## config.mk

```make
export PLATFORM = sky130hd
export DESIGN_NAME = core_top
export DESIGN_NICKNAME = d
export VERILOG_FILES = /design/src/common/core_pkg.sv /design/src/common/core_ifs.sv /design/src/decode/instr_decoder.sv /design/src/source/register_file.sv /design/src/source/alu.sv /design/src/source/memory_access.sv /design/src/control/core_control.sv /design/src/source/core_top.sv
export SDC_FILE = /design/constraint.sdc
export NUM_CORES = 2
export LEC_CHECK = 0
export CAP_MARGIN = 20
export CORE_AREA = 8 8 412 414
export DETAILED_ROUTE_END_ITERATION = 8
export DIE_AREA = 0 0 420 422
export DONT_BUFFER_PORTS = 1
export PLACE_DENSITY_LB_ADDON = 0.05
export SYNTH_ARGS = -nofsm -noshare
export SYNTH_HDL_FRONTEND = slang
export SYNTH_SLANG_ARGS = --single-unit
export TNS_END_PERCENT = 1
```

## constraint.sdc

```tcl
create_clock -name clk -period 8.7 [get_ports clk]
set_clock_uncertainty 0.2 [all_clocks]
set_input_delay 0 -clock clk [delete_from_list [all_inputs] [get_ports clk]]
set_output_delay 0 -clock clk [all_outputs]
set_load 0.01 [all_outputs]
```

## src/common/core_pkg.sv

```systemverilog
`default_nettype none

package core_pkg;

	// data and address width
	localparam int xlen = 32;

	//////////////////////////////
	// instruction classes
	//////////////////////////////

	typedef enum logic [3:0] {
		op_r,
		op_i,
		op_load,
		op_store,
		op_branch,
		op_lui,
		op_auipc,
		op_jal,
		op_jalr,
		op_system,
		op_illegal
	} op_class_t;

	typedef enum logic [3:0] {
		alu_add,
		alu_sub,
		alu_and,
		alu_or,
		alu_xor,
		alu_slt,
		alu_sltu,
		alu_sll,
		alu_srl,
		alu_sra,
		alu_pass_b
	} alu_op_t;

	typedef enum logic [1:0] {
		mem_fetch,
		mem_load,
		mem_store
	} mem_kind_t;

	//////////////////////////////
	// rv32i major opcodes
	//////////////////////////////

	localparam logic [6:0] opc_r      = 7'b0110011;
	localparam logic [6:0] opc_i      = 7'b0010011;
	localparam logic [6:0] opc_load   = 7'b0000011;
	localparam logic [6:0] opc_store  = 7'b0100011;
	localparam logic [6:0] opc_branch = 7'b1100011;
	localparam logic [6:0] opc_lui    = 7'b0110111;
	localparam logic [6:0] opc_auipc  = 7'b0010111;
	localparam logic [6:0] opc_jal    = 7'b1101111;
	localparam logic [6:0] opc_jalr   = 7'b1100111;
	localparam logic [6:0] opc_system = 7'b1110011;

endpackage

`default_nettype wire

```

## src/common/core_ifs.sv

```systemverilog
`timescale 1ns/1ps
`default_nettype none

// decoded fields of the current instruction
interface decode_if;
	core_pkg::op_class_t      op_class;
	logic [4:0]               rd;
	logic [4:0]               rs1;
	logic [4:0]               rs2;
	logic [2:0]               func3;
	logic [core_pkg::xlen-1:0] imm;
	core_pkg::alu_op_t        alu_op;

	modport source (output op_class, rd, rs1, rs2, func3, imm, alu_op);
	modport sink (input op_class, func3, imm, alu_op);
	modport regs (input rs1, rs2);
endinterface

// single request, single done pulse
interface mem_req_if;
	logic                      req;
	core_pkg::mem_kind_t       kind;
	logic [core_pkg::xlen-1:0] addr;
	logic [core_pkg::xlen-1:0] wdata;
	logic                      done;
	logic [core_pkg::xlen-1:0] rdata;

	modport requester (output req, kind, addr, wdata, input done, rdata);
	modport servant (input req, kind, addr, wdata, output done, rdata);
endinterface

`default_nettype wire

```

## src/decode/instr_decoder.sv

```systemverilog
`timescale 1ns/1ps
`default_nettype none

module instr_decoder (
	input  logic [core_pkg::xlen-1:0] instr,
	decode_if.source                  dec
);

	logic [core_pkg::xlen-1:0] imm_i;
	logic [core_pkg::xlen-1:0] imm_s;
	logic [core_pkg::xlen-1:0] imm_b;
	logic [core_pkg::xlen-1:0] imm_u;
	logic [core_pkg::xlen-1:0] imm_j;

	assign dec.rd = instr[11:7];
	assign dec.rs1 = instr[19:15];
	assign dec.rs2 = instr[24:20];
	assign dec.func3 = instr[14:12];

	//////////////////////////////
	// immediates
	//////////////////////////////

	assign imm_i = {{20{instr[31]}}, instr[31:20]};
	assign imm_s = {{20{instr[31]}}, instr[31:25], instr[11:7]};
	assign imm_b = {{20{instr[31]}}, instr[7], instr[30:25], instr[11:8], 1'b0};
	assign imm_u = {instr[31:12], 12'b0};
	assign imm_j = {{12{instr[31]}}, instr[19:12], instr[20], instr[30:21], 1'b0};

	always_comb begin
		case (instr[6:0])
			core_pkg::opc_r:      dec.op_class = core_pkg::op_r;
			core_pkg::opc_i:      dec.op_class = core_pkg::op_i;
			core_pkg::opc_load:   dec.op_class = core_pkg::op_load;
			core_pkg::opc_store:  dec.op_class = core_pkg::op_store;
			core_pkg::opc_branch: dec.op_class = core_pkg::op_branch;
			core_pkg::opc_lui:    dec.op_class = core_pkg::op_lui;
			core_pkg::opc_auipc:  dec.op_class = core_pkg::op_auipc;
			core_pkg::opc_jal:    dec.op_class = core_pkg::op_jal;
			core_pkg::opc_jalr:   dec.op_class = core_pkg::op_jalr;
			core_pkg::opc_system: dec.op_class = core_pkg::op_system;
			default:              dec.op_class = core_pkg::op_illegal;
		endcase

		case (dec.op_class)
			core_pkg::op_store:                      dec.imm = imm_s;
			core_pkg::op_branch:                     dec.imm = imm_b;
			core_pkg::op_lui, core_pkg::op_auipc:    dec.imm = imm_u;
			core_pkg::op_jal:                        dec.imm = imm_j;
			default:                                 dec.imm = imm_i;
		endcase
	end

	// alu operation from func3, bit 30 picks sub or sra
	always_comb begin
		dec.alu_op = core_pkg::alu_add;
		if (dec.op_class == core_pkg::op_branch) begin
			dec.alu_op = core_pkg::alu_sub;
		end else if (dec.op_class inside {core_pkg::op_r, core_pkg::op_i}) begin
			case (dec.func3)
				3'b000: dec.alu_op = (dec.op_class == core_pkg::op_r && instr[30]) ?
					core_pkg::alu_sub : core_pkg::alu_add;
				3'b001: dec.alu_op = core_pkg::alu_sll;
				3'b010: dec.alu_op = core_pkg::alu_slt;
				3'b011: dec.alu_op = core_pkg::alu_sltu;
				3'b100: dec.alu_op = core_pkg::alu_xor;
				3'b101: dec.alu_op = instr[30] ? core_pkg::alu_sra : core_pkg::alu_srl;
				3'b110: dec.alu_op = core_pkg::alu_or;
				default: dec.alu_op = core_pkg::alu_and;
			endcase
		end
	end

endmodule

`default_nettype wire

```

## src/source/register_file.sv

```systemverilog
`timescale 1ns/1ps
`default_nettype none

module register_file (
	input  logic                      clk,
	input  logic                      reset,
	decode_if.regs                    dec,
	output logic [core_pkg::xlen-1:0] rs1_value,
	output logic [core_pkg::xlen-1:0] rs2_value,
	input  logic                      rd_write,
	input  logic [4:0]                rd_addr,
	input  logic [core_pkg::xlen-1:0] rd_data
);

	// x0 has no storage
	logic [core_pkg::xlen-1:0] regs [1:31];

	always_ff @(posedge clk) begin
		if (reset) begin
			for (int i = 1; i < 32; i++)
				regs[i] <= '0;
		end else if (rd_write && rd_addr != 5'd0) begin
			regs[rd_addr] <= rd_data;
		end
	end

	// asynchronous reads
	assign rs1_value = (dec.rs1 == 5'd0) ? '0 : regs[dec.rs1];
	assign rs2_value = (dec.rs2 == 5'd0) ? '0 : regs[dec.rs2];

endmodule

`default_nettype wire

```

## src/source/alu.sv

```systemverilog
`timescale 1ns/1ps
`default_nettype none

module alu (
	input  logic [core_pkg::xlen-1:0] a,
	input  logic [core_pkg::xlen-1:0] b,
	input  core_pkg::alu_op_t         op,
	output logic [core_pkg::xlen-1:0] result,
	output logic                      eq,
	output logic                      lt,
	output logic                      ltu
);

	logic [4:0] shamt;

	assign shamt = b[4:0];

	// compare flags, shared by branches and slt
	assign eq = (a == b);
	assign lt = ($signed(a) < $signed(b));
	assign ltu = (a < b);

	always_comb begin
		case (op)
			core_pkg::alu_add:    result = a + b;
			core_pkg::alu_sub:    result = a - b;
			core_pkg::alu_and:    result = a & b;
			core_pkg::alu_or:     result = a | b;
			core_pkg::alu_xor:    result = a ^ b;
			core_pkg::alu_slt:    result = {{(core_pkg::xlen-1){1'b0}}, lt};
			core_pkg::alu_sltu:   result = {{(core_pkg::xlen-1){1'b0}}, ltu};
			core_pkg::alu_sll:    result = a << shamt;
			core_pkg::alu_srl:    result = a >> shamt;
			core_pkg::alu_sra:    result = $signed(a) >>> shamt;
			core_pkg::alu_pass_b: result = b;
			default:              result = a + b;
		endcase
	end

endmodule

`default_nettype wire

```

## src/source/memory_access.sv

```systemverilog
`timescale 1ns/1ps
`default_nettype none

module memory_access (
	input  logic                      clk,
	input  logic                      reset,
	mem_req_if.servant                mem,
	output logic                      wb_cyc,
	output logic                      wb_stb,
	output logic                      wb_we,
	output logic [core_pkg::xlen-1:0] wb_adr,
	output logic [core_pkg::xlen-1:0] wb_dat_o,
	output logic [3:0]                wb_sel,
	input  logic [core_pkg::xlen-1:0] wb_dat_i,
	input  logic                      wb_ack
);

	logic finish;

	assign finish = wb_cyc && wb_ack;

	// word accesses only
	assign wb_sel = 4'hf;
	assign wb_stb = wb_cyc;

	//////////////////////////////
	// wishbone classic cycle
	//////////////////////////////

	always_ff @(posedge clk) begin
		if (reset) begin
			wb_cyc <= 1'b0;
			wb_we <= 1'b0;
			mem.done <= 1'b0;
		end else begin
			mem.done <= finish;
			if (finish) begin
				wb_cyc <= 1'b0;
				wb_we <= 1'b0;
			end else if (mem.req) begin
				wb_cyc <= 1'b1;
				wb_we <= (mem.kind == core_pkg::mem_store);
			end
		end
	end

	// address, write data and read data held per transfer
	always_ff @(posedge clk) begin
		if (mem.req && !wb_cyc) begin
			wb_adr <= mem.addr;
			wb_dat_o <= mem.wdata;
		end
		if (finish)
			mem.rdata <= wb_dat_i;
	end

endmodule

`default_nettype wire

```

## src/control/core_control.sv

```systemverilog
`timescale 1ns/1ps
`default_nettype none

module core_control #(
	parameter logic [core_pkg::xlen-1:0] reset_vector = '0
) (
	input  logic                      clk,
	input  logic                      reset,
	decode_if.sink                    dec,
	mem_req_if.requester              mem,
	output logic [core_pkg::xlen-1:0] instr,
	input  logic [core_pkg::xlen-1:0] rs1_value,
	input  logic [core_pkg::xlen-1:0] rs2_value,
	output logic                      rd_write,
	output logic [core_pkg::xlen-1:0] rd_data,
	output logic [core_pkg::xlen-1:0] alu_a,
	output logic [core_pkg::xlen-1:0] alu_b,
	output core_pkg::alu_op_t         alu_op_sel,
	input  logic [core_pkg::xlen-1:0] alu_result,
	input  logic                      branch_eq,
	input  logic                      branch_lt,
	input  logic                      branch_ltu,
	output logic                      halted
);

	typedef enum logic [2:0] {s_fetch, s_execute, s_memory, s_writeback, s_halt} state_t;

	state_t                    state;
	logic [core_pkg::xlen-1:0] pc;
	logic [core_pkg::xlen-1:0] pc_plus4;
	logic [core_pkg::xlen-1:0] branch_target;
	logic [core_pkg::xlen-1:0] next_pc;
	logic                      busy;
	logic                      taken;
	logic                      is_mem;
	logic                      is_stop;
	logic                      writes_rd;
	logic                      is_jump;

	//////////////////////////////
	// operand and target select
	//////////////////////////////

	assign is_mem = dec.op_class inside {core_pkg::op_load, core_pkg::op_store};
	assign is_stop = dec.op_class inside {core_pkg::op_system, core_pkg::op_illegal};
	assign is_jump = dec.op_class inside {core_pkg::op_jal, core_pkg::op_jalr};
	assign writes_rd = dec.op_class inside {core_pkg::op_r, core_pkg::op_i, core_pkg::op_lui,
		core_pkg::op_auipc, core_pkg::op_jal, core_pkg::op_jalr};

	assign alu_a = dec.op_class inside {core_pkg::op_auipc, core_pkg::op_jal} ? pc : rs1_value;
	assign alu_b = dec.op_class inside {core_pkg::op_r, core_pkg::op_branch} ? rs2_value : dec.imm;
	assign alu_op_sel = (dec.op_class == core_pkg::op_lui) ? core_pkg::alu_pass_b :
		(dec.op_class inside {core_pkg::op_auipc, core_pkg::op_jal}) ? core_pkg::alu_add : dec.alu_op;

	assign pc_plus4 = pc + 32'd4;
	assign branch_target = pc + dec.imm;

	always_comb begin
		case (dec.func3)
			3'b000:  taken = branch_eq;
			3'b001:  taken = !branch_eq;
			3'b100:  taken = branch_lt;
			3'b101:  taken = !branch_lt;
			3'b110:  taken = branch_ltu;
			3'b111:  taken = !branch_ltu;
			default: taken = 1'b0;
		endcase
		next_pc = pc_plus4;
		if (dec.op_class == core_pkg::op_branch && taken)
			next_pc = branch_target;
		else if (dec.op_class == core_pkg::op_jal)
			next_pc = alu_result;
		else if (dec.op_class == core_pkg::op_jalr)
			next_pc = {alu_result[core_pkg::xlen-1:1], 1'b0};
	end

	// writeback source
	assign rd_write = (state == s_writeback) || (state == s_execute && writes_rd);
	assign rd_data = (state == s_writeback) ? mem.rdata : (is_jump ? pc_plus4 : alu_result);

	// bus request, one cycle per transfer
	assign mem.req = (state == s_fetch || state == s_memory) && !busy;
	assign mem.addr = (state == s_fetch) ? pc : alu_result;
	assign mem.wdata = rs2_value;
	assign mem.kind = (state == s_fetch) ? core_pkg::mem_fetch :
		(dec.op_class == core_pkg::op_store) ? core_pkg::mem_store : core_pkg::mem_load;

	assign halted = (state == s_halt);

	//////////////////////////////
	// instruction state machine
	//////////////////////////////

	always_ff @(posedge clk) begin
		if (reset) begin
			state <= s_fetch;
			pc <= reset_vector;
			busy <= 1'b0;
		end else begin
			if (mem.done)
				busy <= 1'b0;
			else if (mem.req)
				busy <= 1'b1;
			case (state)
				s_fetch: if (mem.done) state <= s_execute;
				s_execute: begin
					if (is_stop) begin
						state <= s_halt;
					end else begin
						pc <= next_pc;
						state <= is_mem ? s_memory : s_fetch;
					end
				end
				s_memory: begin
					if (mem.done)
						state <= (dec.op_class == core_pkg::op_load) ? s_writeback : s_fetch;
				end
				s_writeback: state <= s_fetch;
				default: state <= s_halt;
			endcase
		end
	end

	// instruction register
	always_ff @(posedge clk) begin
		if (state == s_fetch && mem.done)
			instr <= mem.rdata;
	end

endmodule

`default_nettype wire

```

## src/source/core_top.sv

```systemverilog
`timescale 1ns/1ps
`default_nettype none

module core_top #(
	parameter logic [core_pkg::xlen-1:0] reset_vector = '0
) (
	input  logic                      clk,
	input  logic                      reset,
	output logic                      wb_cyc,
	output logic                      wb_stb,
	output logic                      wb_we,
	output logic [core_pkg::xlen-1:0] wb_adr,
	output logic [core_pkg::xlen-1:0] wb_dat_o,
	output logic [3:0]                wb_sel,
	input  logic [core_pkg::xlen-1:0] wb_dat_i,
	input  logic                      wb_ack,
	output logic                      halted
);

	decode_if  dec_bus ();
	mem_req_if mem_bus ();

	logic [core_pkg::xlen-1:0] instr;
	logic [core_pkg::xlen-1:0] rs1_value;
	logic [core_pkg::xlen-1:0] rs2_value;
	logic                      rd_write;
	logic [core_pkg::xlen-1:0] rd_data;
	logic [core_pkg::xlen-1:0] alu_a;
	logic [core_pkg::xlen-1:0] alu_b;
	core_pkg::alu_op_t         alu_op_sel;
	logic [core_pkg::xlen-1:0] alu_result;
	logic                      branch_eq;
	logic                      branch_lt;
	logic                      branch_ltu;

	core_control #(.reset_vector(reset_vector)) u_control (
		.clk(clk), .reset(reset), .dec(dec_bus), .mem(mem_bus), .instr(instr),
		.rs1_value(rs1_value), .rs2_value(rs2_value), .rd_write(rd_write), .rd_data(rd_data),
		.alu_a(alu_a), .alu_b(alu_b), .alu_op_sel(alu_op_sel), .alu_result(alu_result),
		.branch_eq(branch_eq), .branch_lt(branch_lt), .branch_ltu(branch_ltu), .halted(halted)
	);

	instr_decoder u_decoder (.instr(instr), .dec(dec_bus));

	// write address comes straight from the held instruction
	register_file u_regs (
		.clk(clk), .reset(reset), .dec(dec_bus), .rs1_value(rs1_value), .rs2_value(rs2_value),
		.rd_write(rd_write), .rd_addr(dec_bus.rd), .rd_data(rd_data)
	);

	alu u_alu (
		.a(alu_a), .b(alu_b), .op(alu_op_sel), .result(alu_result),
		.eq(branch_eq), .lt(branch_lt), .ltu(branch_ltu)
	);

	memory_access u_mem (
		.clk(clk), .reset(reset), .mem(mem_bus), .wb_cyc(wb_cyc), .wb_stb(wb_stb), .wb_we(wb_we),
		.wb_adr(wb_adr), .wb_dat_o(wb_dat_o), .wb_sel(wb_sel), .wb_dat_i(wb_dat_i), .wb_ack(wb_ack)
	);

endmodule

`default_nettype wire

```

==> flow_summary.yaml <==
pwr:
  power_density_nw_per_um2: 198
  leakage_nw: 30.3
  peakVddDrop_mv: 0.213
  power_mw: 16.3
worst_setup_path:
  worstSetupEndpointType: "register"
  crit_type: "reg -> reg"
  startpoint_type: "register"
  critPathTopFamily: "compound AO/OA/AOI/OAI gates"
  r2r_slack_ps: -20
  slowest_delay_ps: 1090
  cpMaxStageDelayCell: "o211ai_1"
  path_common_cell: "a211oi_1"
  required_ps: 8990
  path_cells: "buf_12 -> buf_4 -> mux4_2 -> mux4_2 -> mux2i_1 -> nor2_1 -> nand2_1 -> a21boi_0 -> ha_1 -> a211oi_1 -> o211ai_1 -> a211oi_1 -> or3_1 -> a211oi_1 -> nor2_1 -> a31oi_1 -> mux2i_1 -> nand4_1 -> o211ai_1 -> buf_12 -> a21oi_1"
  crit_buf_inv: 3
  crit_arrival_ps: 9010
  worstPathMaxFanout: 32
logic_synthesis:
  synth-edff-count: 1152
  synth_seq_area_share_pct: 48.9
  syn_inst: 6206
  synth.top_cell.area_share_pct: 47.5
  synthMuxAreaShare_pct: 19.5
  synth_top_family_by_area: "multiplexers"
  syn_area_um2: 72800
  synth-compound-area-share_pct: 11.1
  synth_top_flop_cell: "edfxtp_1"
  synthSimpleGateAreaFrac_pct: 12.8
  ys_types: 96
  ys_top_cells_by_area: "edfxtp_1 48%, mux4_2 17%, nor2_1 5.7%"
  synth-xor-area-share_pct: 1.10
  syn_avg_cell_area_um2: 11.7
  synth_seq_cells: 1201
  synthAdderAreaFrac_pct: 2.30
  async_reset_ff_share_pct: 0
  synth_top_area_cell: "edfxtp_1"
  yosysWarnings: 0
detailed_routing:
  drt_iter0_markers: 9620
  ant_nets: 0
  routedWlPerCell_um: 42.6
  dr.pass1.iters: 6
  via_count: 60300
  drt_wl_total_mm: 365
  drcViolationCount: 0
  routed_via_density: 7.04
run:
  cap_violations: 0
timing:
  max_freq_mhz: 115
  hold_viol_final: 0
  fin_crit_sh_pct: 100
  slew_violations: 0
  max_slew_margin_pct: 8.71
  worstMarginPinSlew_ps: 1360
  setup_viol: 8
  whs_ps: 121
  setup_slack_ps: -23.3
  rsz0062_at_grt: "false"
  period_minus_slack_ps: 8720
floorplan:
  die_y_um: 422
  die_area_um2: 177000
  rows: 149
  initial_core_util_pct: 44.5
  die_x_um: 420
  pin_count: 107
  coreArea_um2: 163000
layout:
  final_common_cell: "edfxtp_1"
  final_cell_area_um2: 82200
  nFillCells: 14700
  syn2layout_area_growth_pct: 13.0
  final_util_pct: 50.3
  drive_above_1_share_pct: 20.6
  layout_common_cells: "1152 x edfxtp_1, 1095 x nor2_1, 542 x mux4_2"
  nNetsFinal: 6419
placement:
  place_area_um2: 76700
  portBuffers: 0
  dp_hpwl_mm: 250
  post-place-ws_ps: 146
  gp_congestion: 1.07
clocking:
  cts_tree: "built"
  cts.sinks: 1201
  root_buffer: "clkbuf_16"
  cts_buffer_depth: 3
  htree_num_levels: 4
  cts_made_buffers: 141
  path_clk_slew_ps: 60
  clk_latency_ps: 820
grt:
  grt_usage_pct: 39.9
  antenna_found_initial: 25
  grt_max_degree: 78
  grt_pass1_vias: 57200
  grt_remaining_overflow: 0
  grt_pass1_wl_mm: 489
hold_path:
  hold_path.class: "in -> reg"
outcome:
  status: "complete, but fails checks"
  violations: "setup timing"
flip-flops by register name, indices dropped and copies added (netlist names), 3 cells and up, named ones only:
| name | count |
|---|---|
| u_regs.regs | 1024 |
| u_control.instr | 32 |
| u_control.pc | 32 |
| u_mem.mem.rdata | 32 |
| u_mem.wb_adr | 32 |
| u_mem.wb_dat_o | 32 |
| u_control.state | 3 |
logic make-up (layout without fill, tap and decap cells):
family	Yosys count	in the layout
AOI/OAI and AO/OA	1207	1207
and+or+nand+nor	2104	2104
adders and majority gates	132	132
buffers and inverters	741	862
muxes	728	728
xor gates and xnor gates	91	91
DFF	1201	1201
other	2	51
final timing paths:
path / startpoint / end / depth (start not counted)
worst max-delay path: register / u_regs.regs[10][27]$_SDFFCE_PN0P_ / 21
worst min-delay path: reset / u_regs.regs[21][1]$_SDFFCE_PN0P_ / 1
worst max register to register: register / u_regs.regs[10][27]$_SDFFCE_PN0P_ / 21
worst min register to register: u_mem.mem.rdata[6]$_DFFE_PP_ / u_control.instr[6]$_DFFE_PP_ / 0
synthesized netlist by cell type, types with 129 or more instances:
| cell | instances |
|---|---|
| edfxtp_1 | 1152 |
| nor2_1 | 1102 |
| mux4_2 | 542 |
| clkbuf_1 | 361 |
| nand2_1 | 294 |
| a21oi_1 | 290 |
| o21ai_0 | 207 |
| nand3_1 | 192 |
| nor3_1 | 165 |
| inv_1 | 162 |
| mux2i_1 | 144 |
| ha_1 | 129 |
routing by layer:
metal / vias to the layer above / part of all wire (%) / track usage [%]
li1: 23800 / - / -
met1: 30600 / 36 / 50.5
met2: 4682 / 44 / 60.2
met3: 1092 / 11 / 9.55
met4: 20 / 8.9 / 28.1
met5: - / 0.034 / 0
where the power goes:
| group | total, mW | leakage, nW | switching, mW | internal (mW) |
|---|---|---|---|---|
| combinational | 3.43 | 15.9 | 2.38 | 1.05 |
| sequential | 6.81 | 12.2 | 0.204 | 6.61 |
| clock | 6.03 | 2.22 | 2.61 | 3.42 |
stage by stage:
step | cells | TNS (ps)
after floorplan | 6240 | 0
after global placement | 8218 | 0
after detailed placement | 8219 | 0
after CTS | 8542 | 0
after global routing | 8554 | 0
final | 8565 | -69.6
repair_timing:
item | CTS | global route
endpoints found under the setup margin | 0 | 32
resized for setup | 0 | 3
hold buffers | 71 | 0
setup buffers | 0 | 3
endpoints found under the hold margin | 253 | 0
layout make-up:
| class | instances | area (um^2) | share of cell area [%] |
|---|---|---|---|
| repair buffers | 443 | 4050 | 4.92 |
| inverters | 167 | 627 | 0.762 |
| flip-flops and latches | 1201 | 35600 | 43.3 |
| diodes | 15 | 37.5 | 0.0456 |
| multi-input cells | 4298 | 34600 | 42.1 |
| well taps | 2189 | 2740 | 3.33 |
| clock buffers | 171 | 3710 | 4.52 |
| clock inverters | 81 | 857 | 1.04 |
worst reg2reg max path, cell delays in order (launching register included):
cell	delay [ps]
dfxtp_4	630
buf_12	310
buf_4	370
mux4_2	550
mux4_2	510
mux2i_1	520
nor2_1	140
nand2_1	110
a21boi_0	330
ha_1	400
a211oi_1	320
o211ai_1	200
a211oi_1	520
or3_1	200
a211oi_1	80
nor2_1	390
a31oi_1	180
mux2i_1	420
nand4_1	520
o211ai_1	1090
buf_12	300
a21oi_1	110
(Power assumes the default switching activity.)
